===== src/common/decode_pkg.sv =====
`default_nettype none

package decode_pkg;

	localparam int INSN_W = 16;
	localparam int REG_W = 4;
	localparam int OPC_W = 5;	// ins[15:11]
	localparam int ALU_OP_W = 4;
	localparam int COND_W = 3;

	localparam logic [ALU_OP_W-1:0] ALU_ADD = 4'd0;
	localparam logic [ALU_OP_W-1:0] ALU_SUB = 4'd1;
	localparam logic [ALU_OP_W-1:0] ALU_XOR = 4'd2;
	localparam logic [ALU_OP_W-1:0] ALU_OR = 4'd3;
	localparam logic [ALU_OP_W-1:0] ALU_AND = 4'd4;
	localparam logic [ALU_OP_W-1:0] ALU_SLL = 4'd5;
	localparam logic [ALU_OP_W-1:0] ALU_SRA = 4'd6;
	localparam logic [ALU_OP_W-1:0] ALU_SRL = 4'd7;

	localparam logic [COND_W-1:0] COND_EQZ = 3'b000;	// also jr
	localparam logic [COND_W-1:0] COND_NEZ = 3'b001;	// also jalr
	localparam logic [COND_W-1:0] COND_LTZ = 3'b010;
	localparam logic [COND_W-1:0] COND_GEZ = 3'b011;
	localparam logic [COND_W-1:0] COND_ALWAYS = 3'b110;
	localparam logic [COND_W-1:0] COND_LINK = 3'b111;

	localparam logic [REG_W-1:0] REG_LINK = 4'd1;
	localparam logic [REG_W-1:0] REG_SP = 4'd2;
	localparam logic [REG_W-1:0] PRIV_REG_LO = 4'd3;	// user mode may not touch 3..6
	localparam logic [REG_W-1:0] PRIV_REG_HI = 4'd6;

	typedef union packed {
		struct packed {
			logic [OPC_W-1:0] opc;
			logic [2:0] rd;	// ins[10:8]
			logic [2:0] rs;	// ins[7:5]
			logic [4:0] fn;
		} r;
		struct packed {
			logic [OPC_W-1:0] opc;
			logic [2:0] rg;
			logic [7:0] off;	// bit 0 is the sign
		} o;
	} insn_word_u;

endpackage

`default_nettype wire


===== src/source/mem_op_decode.sv =====
`timescale 1ns/1ps
`default_nettype none

module mem_op_decode #(
	parameter int XLEN = 32
) (
	input wire decode_pkg::insn_word_u ins,
	output logic hit,
	output logic bad_enc,
	output logic load,
	output logic store,
	output logic byte_access,
	output logic [decode_pkg::REG_W-1:0] rs1,
	output logic [decode_pkg::REG_W-1:0] rs2,
	output logic [decode_pkg::REG_W-1:0] rd,
	output logic [XLEN-1:0] imm
);

	logic reg_form;
	logic sp_form;
	logic [decode_pkg::REG_W-1:0] data_reg;

	// 00_01x and 00_11x
	assign reg_form = ins.r.opc[4:3] == 2'b00 && ins.r.opc[1];
	// lwsp 10_010, swsp 10_110
	assign sp_form = ins.r.opc[4:3] == 2'b10 && ins.r.opc[1:0] == 2'b10;
	assign hit = reg_form || sp_form;

	assign store = hit && ins.r.opc[2];
	assign load = hit && !ins.r.opc[2];
	assign byte_access = reg_form && ins.r.opc[0];
	assign bad_enc = reg_form && ins.r.rs == 3'd7;	// base field 7 reserved

	// sp forms reach all 16 registers through ins[7]
	assign data_reg = reg_form ? {1'b1, ins.r.rd} : {ins.r.rs[2], ins.r.rd};

	assign rs1 = sp_form ? decode_pkg::REG_SP : {1'b1, ins.r.rs};
	assign rs2 = store ? data_reg : '0;
	assign rd = load ? data_reg : '0;

	always_comb begin
		if (sp_form)
			imm = {{(XLEN-8){1'b0}}, ins.r.fn[0], ins.r.rs[1:0], ins.r.fn[4:1], 1'b0};
		else if (ins.r.opc[0])
			imm = {{(XLEN-5){ins.r.fn[4]}}, ins.r.fn};	// byte offset
		else
			imm = {{(XLEN-5){ins.r.fn[0]}}, ins.r.fn[4:1], 1'b0};
	end

endmodule

`default_nettype wire


===== src/source/alu_op_decode.sv =====
`timescale 1ns/1ps
`default_nettype none

module alu_op_decode #(
	parameter int XLEN = 32
) (
	input wire decode_pkg::insn_word_u ins,
	output logic hit,
	output logic bad_enc,
	output logic [decode_pkg::ALU_OP_W-1:0] op,
	output logic [decode_pkg::REG_W-1:0] rs1,
	output logic [decode_pkg::REG_W-1:0] rs2,
	output logic [decode_pkg::REG_W-1:0] rd,
	output logic needs_rs2,
	output logic set_cc,
	output logic [XLEN-1:0] imm
);

	logic [decode_pkg::REG_W-1:0] hi_rd;
	logic [decode_pkg::REG_W-1:0] hi_rs;
	logic shift_bad;

	assign hi_rd = {1'b1, ins.r.rd};
	assign hi_rs = {1'b1, ins.r.rs};
	// register shift amount must keep bit 4 clear, bit 2 is always reserved
	assign shift_bad = ins.r.fn[2] || (!ins.r.fn[3] && ins.r.fn[4]);

	always_comb begin
		hit = 1'b1;
		bad_enc = 1'b0;
		op = decode_pkg::ALU_ADD;
		rs1 = '0;
		rs2 = '0;
		rd = hi_rd;
		needs_rs2 = 1'b0;
		set_cc = 1'b0;
		imm = {{(XLEN-8){ins.r.rs[2]}}, ins.r.rs, ins.r.fn};	// ins[7:0] signed
		case (ins.r.opc)
		5'b01_000, 5'b01_010: rs1 = ins.r.opc[1] ? '0 : hi_rd;	// addi, li
		5'b01_011: begin	// lui
			rd = {ins.r.rs[2], ins.r.rd};
			imm = {{(XLEN-15){1'b0}}, ins.r.rs[1:0], ins.r.fn, 8'b0};
		end
		5'b01_100: begin
			rs1 = hi_rd;
			rs2 = hi_rs;
			imm = {{(XLEN-4){1'b0}}, ins.r.rs, ins.r.fn[4]};
			case (ins.r.fn[1:0])
			2'b00, 2'b01: begin
				op = ins.r.fn[0] ? decode_pkg::ALU_SRA : decode_pkg::ALU_SRL;
				needs_rs2 = !ins.r.fn[3];
				bad_enc = shift_bad;
			end
			2'b10: begin
				op = decode_pkg::ALU_AND;
				imm = {{(XLEN-6){1'b0}}, ins.r.rs, ins.r.fn[4:2]};
			end
			default: begin
				needs_rs2 = 1'b1;
				imm = '0;
				if (ins.r.fn[3:2] == 2'b00) begin
					bad_enc = 1'b1;
				end else if (ins.r.fn[3:2] == 2'b01) begin
					op = ins.r.fn[4] ? decode_pkg::ALU_AND : decode_pkg::ALU_OR;
				end else begin	// compare
					rs2 = {ins.r.fn[4], ins.r.rs};
					op = ins.r.fn[2] ? decode_pkg::ALU_ADD : decode_pkg::ALU_SUB;
					set_cc = 1'b1;
				end
			end
			endcase
		end
		5'b11_100: begin
			rs1 = hi_rd;
			rs2 = hi_rs;
			imm = {{(XLEN-4){1'b0}}, ins.r.rs, ins.r.fn[4]};
			case (ins.r.fn[1:0])
			2'b00, 2'b01: begin
				op = ins.r.fn[0] ? decode_pkg::ALU_XOR : decode_pkg::ALU_SLL;
				needs_rs2 = !ins.r.fn[3];
				bad_enc = shift_bad;
			end
			2'b10: begin
				op = decode_pkg::ALU_OR;
				imm = {{(XLEN-6){1'b0}}, ins.r.rs, ins.r.fn[4:2]};
			end
			default: hit = 1'b0;	// mul/div and friends
			endcase
		end
		5'b10_100: begin	// mov, add, sub
			hit = ins.r.fn[2:0] == 3'b001 || ins.r.fn[1];
			rd = {ins.r.fn[3], ins.r.rd};
			rs1 = ins.r.fn[1] ? {ins.r.fn[3], ins.r.rd} : '0;
			rs2 = {ins.r.fn[4], ins.r.rs};
			needs_rs2 = 1'b1;
			op = ins.r.fn[1:0] == 2'b11 ? decode_pkg::ALU_SUB : decode_pkg::ALU_ADD;
			imm = '0;
		end
		default: hit = 1'b0;
		endcase
		if (ins.r.opc == 5'b10_100 && ins.r.fn[2])
			hit = 1'b0;	// 1xx belongs to nobody
	end

endmodule

`default_nettype wire


===== src/source/branch_decode.sv =====
`timescale 1ns/1ps
`default_nettype none

module branch_decode #(
	parameter int XLEN = 32
) (
	input wire decode_pkg::insn_word_u ins,
	output logic hit,
	output logic bad_enc,
	output logic br,
	output logic jmp,
	output logic [decode_pkg::COND_W-1:0] cond,
	output logic [decode_pkg::REG_W-1:0] rs1,
	output logic [decode_pkg::REG_W-1:0] rd,
	output logic needs_rs2,
	output logic [XLEN-1:0] imm
);

	always_comb begin
		hit = 1'b1;
		bad_enc = 1'b0;
		br = 1'b0;
		jmp = 1'b0;
		cond = decode_pkg::COND_EQZ;
		rs1 = '0;
		rd = '0;
		needs_rs2 = 1'b0;
		imm = {{(XLEN-8){ins.o.off[0]}}, ins.o.off[7:1], 1'b0};
		casez (ins.o.opc)
		5'b01_?01: begin	// jal, j
			br = 1'b1;
			cond = ins.o.opc[2] ? decode_pkg::COND_ALWAYS : decode_pkg::COND_LINK;
			rd = ins.o.opc[2] ? '0 : decode_pkg::REG_LINK;
			imm = {{(XLEN-11){ins.o.off[0]}}, ins.o.rg, ins.o.off[7:1], 1'b0};
		end
		5'b?1_11?: begin	// beqz/bnez, bltz/bgez
			br = 1'b1;
			if (ins.o.opc[4])
				cond = ins.o.opc[0] ? decode_pkg::COND_GEZ : decode_pkg::COND_LTZ;
			else
				cond = ins.o.opc[0] ? decode_pkg::COND_NEZ : decode_pkg::COND_EQZ;
			rs1 = {1'b1, ins.o.rg};
		end
		5'b10_100: begin	// jr, jalr
			hit = ins.r.fn[2:0] == 3'b000;
			jmp = 1'b1;
			cond = ins.r.fn[4] ? decode_pkg::COND_NEZ : decode_pkg::COND_EQZ;
			rs1 = {ins.o.off[7], ins.o.rg};
			rd = ins.r.fn[4] ? decode_pkg::REG_LINK : '0;
			needs_rs2 = 1'b1;
			imm = '0;
			bad_enc = ins.r.fn[3:2] != 2'b00 || ins.r.rs[1:0] != 2'b00;
		end
		default: hit = 1'b0;
		endcase
	end

endmodule

`default_nettype wire


===== src/source/decode_stage.sv =====
`timescale 1ns/1ps
`default_nettype none

module decode_stage #(
	parameter int XLEN = 32
) (
	input wire clk,
	input wire rst_n,
	input wire ins_valid,
	input wire supmode,
	input wire mem_hit, mem_bad_enc, mem_load, mem_store, mem_byte_access,
	input wire [decode_pkg::REG_W-1:0] mem_rs1, mem_rs2, mem_rd,
	input wire [XLEN-1:0] mem_imm,
	input wire alu_hit, alu_bad_enc, alu_needs_rs2, alu_set_cc,
	input wire [decode_pkg::ALU_OP_W-1:0] alu_op,
	input wire [decode_pkg::REG_W-1:0] alu_rs1, alu_rs2, alu_rd,
	input wire [XLEN-1:0] alu_imm,
	input wire br_hit, br_bad_enc, br_br, br_jmp, br_needs_rs2,
	input wire [decode_pkg::COND_W-1:0] br_cond,
	input wire [decode_pkg::REG_W-1:0] br_rs1, br_rd,
	input wire [XLEN-1:0] br_imm,
	output logic decoded_valid,
	output logic trap,
	output logic [decode_pkg::ALU_OP_W-1:0] op,
	output logic [decode_pkg::REG_W-1:0] rs1, rs2, rd,
	output logic needs_rs2,
	output logic set_cc,
	output logic load,
	output logic store,
	output logic byte_access,
	output logic br,
	output logic jmp,
	output logic [decode_pkg::COND_W-1:0] cond,
	output logic [XLEN-1:0] imm
);

	logic c_bad, c_trap, c_load, c_store, c_byte, c_br, c_jmp, c_needs_rs2, c_set_cc;
	logic [decode_pkg::ALU_OP_W-1:0] c_op;
	logic [decode_pkg::REG_W-1:0] c_rs1, c_rs2, c_rd;
	logic [decode_pkg::COND_W-1:0] c_cond;
	logic [XLEN-1:0] c_imm;

	function automatic logic is_priv(input logic [decode_pkg::REG_W-1:0] r);
		return r >= decode_pkg::PRIV_REG_LO && r <= decode_pkg::PRIV_REG_HI;
	endfunction

	always_comb begin
		c_bad = 1'b1;	// no unit owns it
		c_op = decode_pkg::ALU_ADD;
		{c_rs1, c_rs2, c_rd} = '0;
		{c_load, c_store, c_byte, c_br, c_jmp, c_needs_rs2, c_set_cc} = '0;
		c_cond = decode_pkg::COND_EQZ;
		c_imm = '0;
		if (mem_hit) begin
			c_bad = mem_bad_enc;
			{c_rs1, c_rs2, c_rd} = {mem_rs1, mem_rs2, mem_rd};
			{c_load, c_store, c_byte} = {mem_load, mem_store, mem_byte_access};
			c_cond = {{(decode_pkg::COND_W-1){1'b0}}, mem_byte_access};
			c_imm = mem_imm;
		end else if (alu_hit) begin
			c_bad = alu_bad_enc;
			c_op = alu_op;
			{c_rs1, c_rs2, c_rd} = {alu_rs1, alu_rs2, alu_rd};
			{c_needs_rs2, c_set_cc} = {alu_needs_rs2, alu_set_cc};
			c_imm = alu_imm;
		end else if (br_hit) begin
			c_bad = br_bad_enc;
			{c_rs1, c_rd} = {br_rs1, br_rd};
			{c_br, c_jmp, c_needs_rs2} = {br_br, br_jmp, br_needs_rs2};
			c_cond = br_cond;
			c_imm = br_imm;
		end
		c_trap = c_bad || (!supmode && (is_priv(c_rs1) || is_priv(c_rs2) || is_priv(c_rd)));
	end

	always_ff @(posedge clk or negedge rst_n) begin
		if (!rst_n) begin
			decoded_valid <= 1'b0;
			{trap, load, store, br, jmp} <= '0;
		end else begin
			decoded_valid <= ins_valid;
			if (ins_valid) begin
				trap <= c_trap;
				load <= c_load && !c_trap;	// nothing moves on a trap
				store <= c_store && !c_trap;
				br <= c_br && !c_trap;
				jmp <= c_jmp && !c_trap;
			end
		end
	end

	always_ff @(posedge clk) begin
		if (ins_valid) begin
			op <= c_op;
			{rs1, rs2, rd} <= {c_rs1, c_rs2, c_rd};
			{needs_rs2, set_cc, byte_access} <= {c_needs_rs2, c_set_cc, c_byte};
			cond <= c_cond;
			imm <= c_imm;
		end
	end

endmodule

`default_nettype wire


===== src/source/instr_decode.sv =====
`timescale 1ns/1ps
`default_nettype none

module instr_decode #(
	parameter int XLEN = 32
) (
	input wire clk,
	input wire rst_n,
	input wire [decode_pkg::INSN_W-1:0] ins,
	input wire ins_valid,
	input wire supmode,
	output logic decoded_valid,
	output logic trap,
	output logic [decode_pkg::ALU_OP_W-1:0] op,
	output logic [decode_pkg::REG_W-1:0] rs1, rs2, rd,
	output logic needs_rs2,
	output logic set_cc,
	output logic load,
	output logic store,
	output logic byte_access,
	output logic br,
	output logic jmp,
	output logic [decode_pkg::COND_W-1:0] cond,
	output logic [XLEN-1:0] imm
);

	wire mem_hit, mem_bad_enc, mem_load, mem_store, mem_byte_access;
	wire [decode_pkg::REG_W-1:0] mem_rs1, mem_rs2, mem_rd;
	wire [XLEN-1:0] mem_imm;
	wire alu_hit, alu_bad_enc, alu_needs_rs2, alu_set_cc;
	wire [decode_pkg::ALU_OP_W-1:0] alu_op;
	wire [decode_pkg::REG_W-1:0] alu_rs1, alu_rs2, alu_rd;
	wire [XLEN-1:0] alu_imm;
	wire br_hit, br_bad_enc, br_br, br_jmp, br_needs_rs2;
	wire [decode_pkg::COND_W-1:0] br_cond;
	wire [decode_pkg::REG_W-1:0] br_rs1, br_rd;
	wire [XLEN-1:0] br_imm;

	mem_op_decode #(.XLEN(XLEN)) u_mem (
		.ins(ins), .hit(mem_hit), .bad_enc(mem_bad_enc), .load(mem_load),
		.store(mem_store), .byte_access(mem_byte_access),
		.rs1(mem_rs1), .rs2(mem_rs2), .rd(mem_rd), .imm(mem_imm)
	);

	alu_op_decode #(.XLEN(XLEN)) u_alu (
		.ins(ins), .hit(alu_hit), .bad_enc(alu_bad_enc), .op(alu_op),
		.rs1(alu_rs1), .rs2(alu_rs2), .rd(alu_rd),
		.needs_rs2(alu_needs_rs2), .set_cc(alu_set_cc), .imm(alu_imm)
	);

	branch_decode #(.XLEN(XLEN)) u_branch (
		.ins(ins), .hit(br_hit), .bad_enc(br_bad_enc), .br(br_br), .jmp(br_jmp),
		.cond(br_cond), .rs1(br_rs1), .rd(br_rd), .needs_rs2(br_needs_rs2), .imm(br_imm)
	);

	decode_stage #(.XLEN(XLEN)) u_stage (
		.clk(clk), .rst_n(rst_n), .ins_valid(ins_valid), .supmode(supmode),
		.mem_hit(mem_hit), .mem_bad_enc(mem_bad_enc), .mem_load(mem_load),
		.mem_store(mem_store), .mem_byte_access(mem_byte_access),
		.mem_rs1(mem_rs1), .mem_rs2(mem_rs2), .mem_rd(mem_rd), .mem_imm(mem_imm),
		.alu_hit(alu_hit), .alu_bad_enc(alu_bad_enc), .alu_needs_rs2(alu_needs_rs2),
		.alu_set_cc(alu_set_cc), .alu_op(alu_op),
		.alu_rs1(alu_rs1), .alu_rs2(alu_rs2), .alu_rd(alu_rd), .alu_imm(alu_imm),
		.br_hit(br_hit), .br_bad_enc(br_bad_enc), .br_br(br_br), .br_jmp(br_jmp),
		.br_needs_rs2(br_needs_rs2), .br_cond(br_cond),
		.br_rs1(br_rs1), .br_rd(br_rd), .br_imm(br_imm),
		.decoded_valid(decoded_valid), .trap(trap), .op(op),
		.rs1(rs1), .rs2(rs2), .rd(rd), .needs_rs2(needs_rs2), .set_cc(set_cc),
		.load(load), .store(store), .byte_access(byte_access),
		.br(br), .jmp(jmp), .cond(cond), .imm(imm)
	);

endmodule

`default_nettype wire


===== config.mk =====
export PLATFORM = sky130hd
export DESIGN_NAME = instr_decode
export DESIGN_NICKNAME = d
export VERILOG_FILES = /design/src/common/decode_pkg.sv /design/src/source/mem_op_decode.sv /design/src/source/alu_op_decode.sv /design/src/source/branch_decode.sv /design/src/source/decode_stage.sv /design/src/source/instr_decode.sv
export SDC_FILE = /design/constraint.sdc
export NUM_CORES = 1
export LEC_CHECK = 0
export BUFFER_PORTS_ARGS = -buffer_cell sky130_fd_sc_hd__buf_2
export CAP_MARGIN = 10
export CORE_UTILIZATION = 30
export CTS_CLUSTER_DIAMETER = 120
export DETAILED_ROUTE_END_ITERATION = 8
export PLACE_DENSITY = 0.53
export SLEW_MARGIN = 20
export SYNTH_ARGS = -nofsm -noshare
export SYNTH_HDL_FRONTEND = slang
export SYNTH_SLANG_ARGS = --single-unit

===== constraint.sdc =====
create_clock -name clk -period 1.4 [get_ports clk]
set_clock_uncertainty 0.05 [all_clocks]
set_input_delay 0.14 -clock clk [delete_from_list [all_inputs] [get_ports clk]]
set_output_delay 0.14 -clock clk [all_outputs]
set_load 0.01 [all_outputs]

[Yosys cells after proc, flatten, opt, wreduce, memory -nomap -nowiden]
Cells that the tools add are included.
W data, S select, Z words.
Word-level totals
  bits in registers: 60
  input bits: 20
  output and inout port bits: 60
  logic and storage cells: 162
Cells by class
  magnitude comparators: 6
  eq/ne operators: 16
  muxes and demuxes: 79
  bitwise gates (word level): 3
  reductions and logical operators: 42
Operator list (count)
  $mux W32: 5
  $pmux W32 S4: 1
  $mux W4: 19
  $pmux W32 S2: 1
  $pmux W4 S2: 5
  $pmux W4 S3: 3
  $mux W1: 33
  $eq A5 B4 Y1 const B: 4
  $logic_and A1 B1 Y1: 16
  $ge A4 B2 Y1 const B: 3
  $le A4 B3 Y1 const B: 3
  $pmux W6 S2: 1
  $eq A5 B5 Y1 const B: 2
  $reduce_or A2 Y1: 5
  $mux W3: 3
  $pmux W3 S3: 1
  $eq A2 B2 Y1 const B: 4
  $pmux W1 S2: 4
  $logic_or A1 B1 Y1: 7
  $reduce_or A7 Y1: 1
  $eq A3 B3 Y1 const B: 2
  $logic_not A2 Y1: 3
  $mux W6: 1
  $pmux W1 S3: 2
  other kinds (9): 17

[Longest topological paths before layout]
  depth in word-level cells: 15
  depth in mapped cells: 10
  gate-level depth less buffers: 9

[Modules after synthesis]
From an unflattened synthesis, not the netlist that was laid out.
Unflattened totals
  cells, all modules: 536
  area, all modules: 4825.9 um^2
By module, submodules not included
  decode_stage: instances 1, cells each 262, area each 2919.0 um^2, sequential area each 1771.7 um^2
  alu_op_decode: instances 1, cells each 146, area each 959.7 um^2, sequential area each 0.0 um^2
  branch_decode: instances 1, cells each 68, area each 506.7 um^2, sequential area each 0.0 um^2
  mem_op_decode: instances 1, cells each 60, area each 440.4 um^2, sequential area each 0.0 um^2

[Least setup slack after synthesis]
OpenSTA, ideal clock, no wires.
  path type: input-to-reg
  from: in ins[12] in the netlist's numbering
  to: reg u_stage.load
  library setup time: 0.122 ns
  arrival: 2.353 ns
  data required time: 1.228 ns
  setup slack: -1.124 ns
  stages: 8
  buffers on the path: 1
  path through: or3b_1 -> or4_4 -> and3_1 -> buf_6 -> a21oi_4 -> or4b_1 -> o311a_2 -> a32o_1
Between the ends
  longest elaborated chain between the ends: 14
  elaborated cells between the ends (all ways): 62
  classes of those cells: order compare: 6; eq/ne: 9; mux: 27; reduce/logical: 20
RTL lines
  start: declaration: RTL line instr_decode.sv:9  | input wire [decode_pkg::INSN_W-1:0] ins,
  $eq A5 B4 Y1, or another cell as far along: RTL line alu_op_decode.sv:38  | case (ins.r.opc)
  $reduce_or A4 Y1 (no source line), or another cell as far along
  $pmux W1 S3, or another cell as far along: RTL line alu_op_decode.sv:38
  $mux W1, or another cell as far along: RTL line alu_op_decode.sv:101  | if (ins.r.opc == 5'b10_100 && ins.r.fn[2])
  $mux W4 (on tied branches): RTL line decode_stage.sv:60, mem_op_decode.sv:38
  $mux W4: RTL line decode_stage.sv:54  | if (mem_hit) begin
  $ge A4 B2 Y1 or $le A4 B3 Y1 (tied branches): RTL line decode_stage.sv:44  | return r >= decode_pkg::PRIV_REG_LO && r <= decode_pkg::PRIV_REG_HI;
  $logic_and A1 B1 Y1: RTL line decode_stage.sv:44
  $logic_or A1 B1 Y1 (2 in a row): RTL line decode_stage.sv:73  | c_trap = c_bad || (!supmode && (is_priv(c_rs1) || is_priv(c_rs2) || is_priv(c_rd)));
  $logic_and A1 B1 Y1: RTL line decode_stage.sv:73
  $logic_or A1 B1 Y1: RTL line decode_stage.sv:73
  $logic_not A1 Y1: RTL line decode_stage.sv:84  | load <= c_load && !c_trap;
  $logic_and A1 B1 Y1 *: RTL line decode_stage.sv:84
  end signal: assignment: RTL line decode_stage.sv:84
  end: declaration: RTL line decode_stage.sv:28  | output logic load,
Every way passes the cells marked *; elsewhere a longest branch is shown, timed or not.
A chain may end at the register's enable or synchronous reset.

[Worst setup path in the final report]
  from: in ins[12] in the netlist's numbering
  to: reg u_stage.jmp
Between the ends
  longest elaborated chain between the ends: 14
  elaborated cells between the ends (all ways): 65
  classes of those cells: order compare: 6; eq/ne: 9; mux: 30; reduce/logical: 20
RTL lines
  $eq A5 B4 Y1, or another cell as far along: RTL line alu_op_decode.sv:38
  $reduce_or A4 Y1 (no source line) or $reduce_or A2 Y1 (tied branches)
  $pmux W1 S3 or $pmux W1 S2 (tied branches): RTL line alu_op_decode.sv:38, branch_decode.sv:29
  $mux W1 or $mux W4 (tied branches): RTL line alu_op_decode.sv:101, decode_stage.sv:66
  $mux W4: RTL line decode_stage.sv:60  | end else if (alu_hit) begin
  $mux W4 *: RTL line decode_stage.sv:54
  named net u_stage.c_rs1 (one bit): RTL line decode_stage.sv:39  | logic [decode_pkg::REG_W-1:0] c_rs1, c_rs2, c_rd;
  $ge A4 B2 Y1 or $le A4 B3 Y1 (tied branches): RTL line decode_stage.sv:44
  $logic_and A1 B1 Y1 *: RTL line decode_stage.sv:44
  $logic_or A1 B1 Y1 * (2 in a row): RTL line decode_stage.sv:73
  $logic_and A1 B1 Y1 *: RTL line decode_stage.sv:73
  $logic_or A1 B1 Y1 *: RTL line decode_stage.sv:73
  $logic_not A1 Y1 *: RTL line decode_stage.sv:87  | jmp <= c_jmp && !c_trap;
  $logic_and A1 B1 Y1 *: RTL line decode_stage.sv:87
  end signal: assignment: RTL line decode_stage.sv:87
  end: declaration: RTL line decode_stage.sv:32  | output logic jmp,
Mark *: on every way through the listed nets, which the timed path passes. The rest lies on a longest branch.

==> metrics.md <==
| Metric | Value |
|---|---|
| R2R cell count | 4 |
| Worst skew pair latency | 0.30 ns |
| Sink Count | 43 |
| Fin nets | 484 |
| CP cell instances | buf_6, or3b_4, or4_4, and3_4, mux2_4, or4_1, o22ai_1, a31oi_1 |
| Worst Path Arrival | between 2 and 2.5 ns |
| Detailed-route DRC error count | 0 |
| Period Utilization, post-route | 157.1% |
| EDFF count, synth | 37 |
| DIE AREA | slightly below 0.01 sq mm |
| Flops & latches, synth | 43 |
| Failing checks | negative setup slack |
| Worst VDD drop | 0.0003203 V |
| First-pass GRT wire length | 14290 um |
| Setup crit start | ins[12] |
| Fin worst setup slack | -0.7990 ns |
| Placed cell area | 0.003891 sq mm |
| Yosys cell types | 65 |
| CTS Buf Count | 5 |
| Fmax | 454.8 MHz |
| CP Max Fanout | 5 |
| Syn Area/Cell | 9.870 sq um |
| Setup violators final | 28 |
| Syn Nets | around 310 |
| Largest net degree at the start of global routing | 30 |
| Ys flop type | edfxtp_1 |
| Finished Layout Cells | 570 |
| Relative slew slack | 58.12% |
| Crit Reg-Reg Endpoint | u_stage.jmp |
| Req. time, crit path | between 1.5 and 2 ns |
| Synth Area in Adders | 2.660% |
| Critical Path End Type | flip-flop |
| Grt total ovfl | 0 |
| Mux cell area share after synthesis | 0.8865% |
| Most common cell after layout, fill and taps aside | buf_4 |
| Sequential area share after synthesis | 44.68% |
| Placed Cells | 536 |
| CTS tree | done |
| CTS Buffer Depth | 2 |
| Pleak | 2.034 nW |
| Critical Path Source Type | input port |
| Critical path buffers and inverters | 1 |
| DIE HEIGHT | 99 um |
| Critical path class | in -> reg |
| Number of max-cap violations | 0 |
| Dpl ws | -1.193 ns |
| Slowest stage delay, CP | 0.51 ns |
| Tot GR Track Use | between 10% and 20% |
| RSZ-0062 raised after global routing | true |
| Fin crit period | 2.199 ns |
| Routed len/inst | 16.42 um |
| Placer Congestion | a little over 0.9 |
| Final hold vios | 0 |
| Post-layout power | 3.347 mW |
| Final Slew Violations | 0 |
| Die X | 99 um |
| CP delay by family, top | simple AND/OR/NAND/NOR gates |
| R2R Setup Slk | around 0.040 ns |
| Antenna violations before repair | 0 |
| Clk slew on worst S/H paths | around 0.080 ns |
| Proportion of layout cells with a drive suffix above 1 | a little under three fifths |
| XOR/XNOR Fraction of Synth Area | 0.6206% |
| Ant. Diodes | 0 |
| Io pins | 80 |
| Final HPWL DP | roughly 7000 um |
| Outcome | finished, violations left |
| Core Area | 0.009196 sq mm |
| Final TNS setup | -10.66 ns |
| Critical Path Sink | u_stage.jmp |
| # rows | 35 |
| CP max stage cell | or4_4 |
| Core Util, Final | 49.13% |
| Layout area overhead | 60.06% |
| WP depth | 8 |
| Ys async rst share | between 10 and 15% |
| PortBufs | a little under 80 |
| Vias in the first global route | 2759 |
| Starting DRT DRC Count | between 150 and 200 |
| Routed Antenna Nets | 0 |
| Vias per cell | 5.163 |
| Root Driver | clkbuf_8 |
| Synth Area in Compound Gates | 21.28% |
| Initial Util | 30.69% |
| Total of warnings raised by yosys | 0 |
| Worst r2r src | u_stage.jmp |
| Largest family of logic cells by synthesized area | compound AO/OA/AOI/OAI gates |
| Worst min path class | in -> async |
| Final-layout fill cell count | 849 |
| DR pass1 iterations | 5 |
| Tightest Pin Transition | 0.6225 ns |
| Detailed Route WL | 9357 um |
| Syn Inst Count | about 290 |
| Post-Syn Area | 0.002823 sq mm |
| Most frequent cells in the layout | 99 x buf_4, 73 x buf_2, 37 x edfxtp_1, 21 x buf_6, 19 x nor2_1 |
| Simple-gate share of the synthesized area | between 20 and 25% |
| Routed via count | 2943 |
| H-Tree Depth | 2 |
| Fin area | between 0.004 and 0.005 sq mm |
| Power per cell area | 740.8 mW/mm^2 |
| Min Hold Slack | 0.1554 ns |
## cell usage after synthesis, types with 2 or more instances
cell | number | area [sq um]
and2_2 | 3 | 22.52
clkbuf_8 | 3 | 41.29
edfxtp_1 | 37 | 1111
dfrtp_1 | 6 | 150.1
and3_2 | 2 | 15.01
o211ai_1 | 4 | 30.03
or2b_2 | 2 | 17.52
and3_1 | 4 | 25.02
and2b_1 | 2 | 15.01
a22o_2 | 2 | 20.02
nand3_1 | 13 | 65.06
nor4_1 | 2 | 12.51
inv_1 | 8 | 30.03
buf_6 | 2 | 22.52
nand3b_1 | 3 | 22.52
buf_4 | 17 | 127.6
and2b_2 | 2 | 17.52
nor2_1 | 25 | 93.84
buf_1 | 2 | 7.510
a21oi_1 | 16 | 80.08
nor2b_1 | 5 | 31.28
a31oi_1 | 8 | 50.05
nor3_1 | 2 | 10.01
o21ai_0 | 12 | 60.06
ha_1 | 6 | 75.07
a22o_1 | 6 | 52.55
a32o_1 | 5 | 50.05
a211oi_1 | 2 | 15.01
or3_1 | 2 | 12.51
a32oi_1 | 2 | 17.52
nand2_1 | 20 | 75.07
a22oi_1 | 5 | 37.54
o21ai_1 | 2 | 10.01
a21o_1 | 7 | 52.55
clkbuf_1 | 11 | 41.29
o22ai_1 | 6 | 37.54
nor3b_1 | 2 | 15.01
## worst register-to-register path: stages, from the launching register on
cell	delay, ns
dfrtp_1	0.39
nor2b_1	0.17
or4_1	0.42
o22ai_1	0.14
a31oi_1	0.07
## layer usage
metal	share of wire (%)	vias to the layer above	global-route usage (%)	routed length, um
li1	-	1403	-	-
met3	5.6	21	3.617	524
met5	0	-	0	0
met2	48	124	30.82	4468
met1	44	1395	24.71	4120
met4	2.6	0	6.774	242
## kinds of logic (layout without fill, tap and decap cells)
group | after synthesis | count (layout)
and+or+nand+nor | 102 | 102
DFF | 43 | 43
adders and majority gates | 6 | 6
muxes | 2 | 2
xor gates and xnor gates | 2 | 2
other | 1 | 1
buffers and inverters | 44 | 217
AOI/OAI and AO/OA | 86 | 86
## layout make-up
type	count	area [sq um]	area share (%)
Multi-Input combinational cell	199	1525	33.76
Timing Repair Buffer	200	1475	32.65
Sequential cell	43	1261	27.91
Tap cell	111	138.9	3.074
Clock buffer	5	68.82	1.523
Inverter	9	33.78	0.7477
Clock inverter	3	15.01	0.3323
## where the power goes
group          switching [mW]  leakage (nW)  internal [mW]
logic                   0.532          1.56          0.517
registers              0.0297         0.430           1.50
clock network           0.425        0.0392          0.339
## repair_timing
item / in CTS / in global routing
gates cloned: 0 / 2
hold endpoints to repair: 6 / 0
pin swaps: 18 / 9
hold buffers: 1 / 0
resized for setup: 37 / 42
buffers inserted: 13 / 12
endpoints found under the setup margin: 32 / 34
## flip-flops by register name (all words and copies together), names as in the netlist, 3 cells and up
signal / cells
u_stage.cond: 3
u_stage.imm: 16
u_stage.op: 3
u_stage.rd: 4
u_stage.rs1: 4
u_stage.rs2: 4
## how the worst min path moves through the flow
stage,endpoint,start,slack (ns)
5_1_grt,u_stage.jmp,rst_n,0.15
4_1_cts,u_stage.decoded_valid,rst_n,0.13
2_1_floorplan,u_stage.br,rst_n,-0.21
6_report,u_stage.br,rst_n,0.16
3_5_place_dp,u_stage.decoded_valid,rst_n,-0.08
3_3_place_gp,u_stage.decoded_valid,rst_n,-0.08
Power figures use the tool's default switching activity.
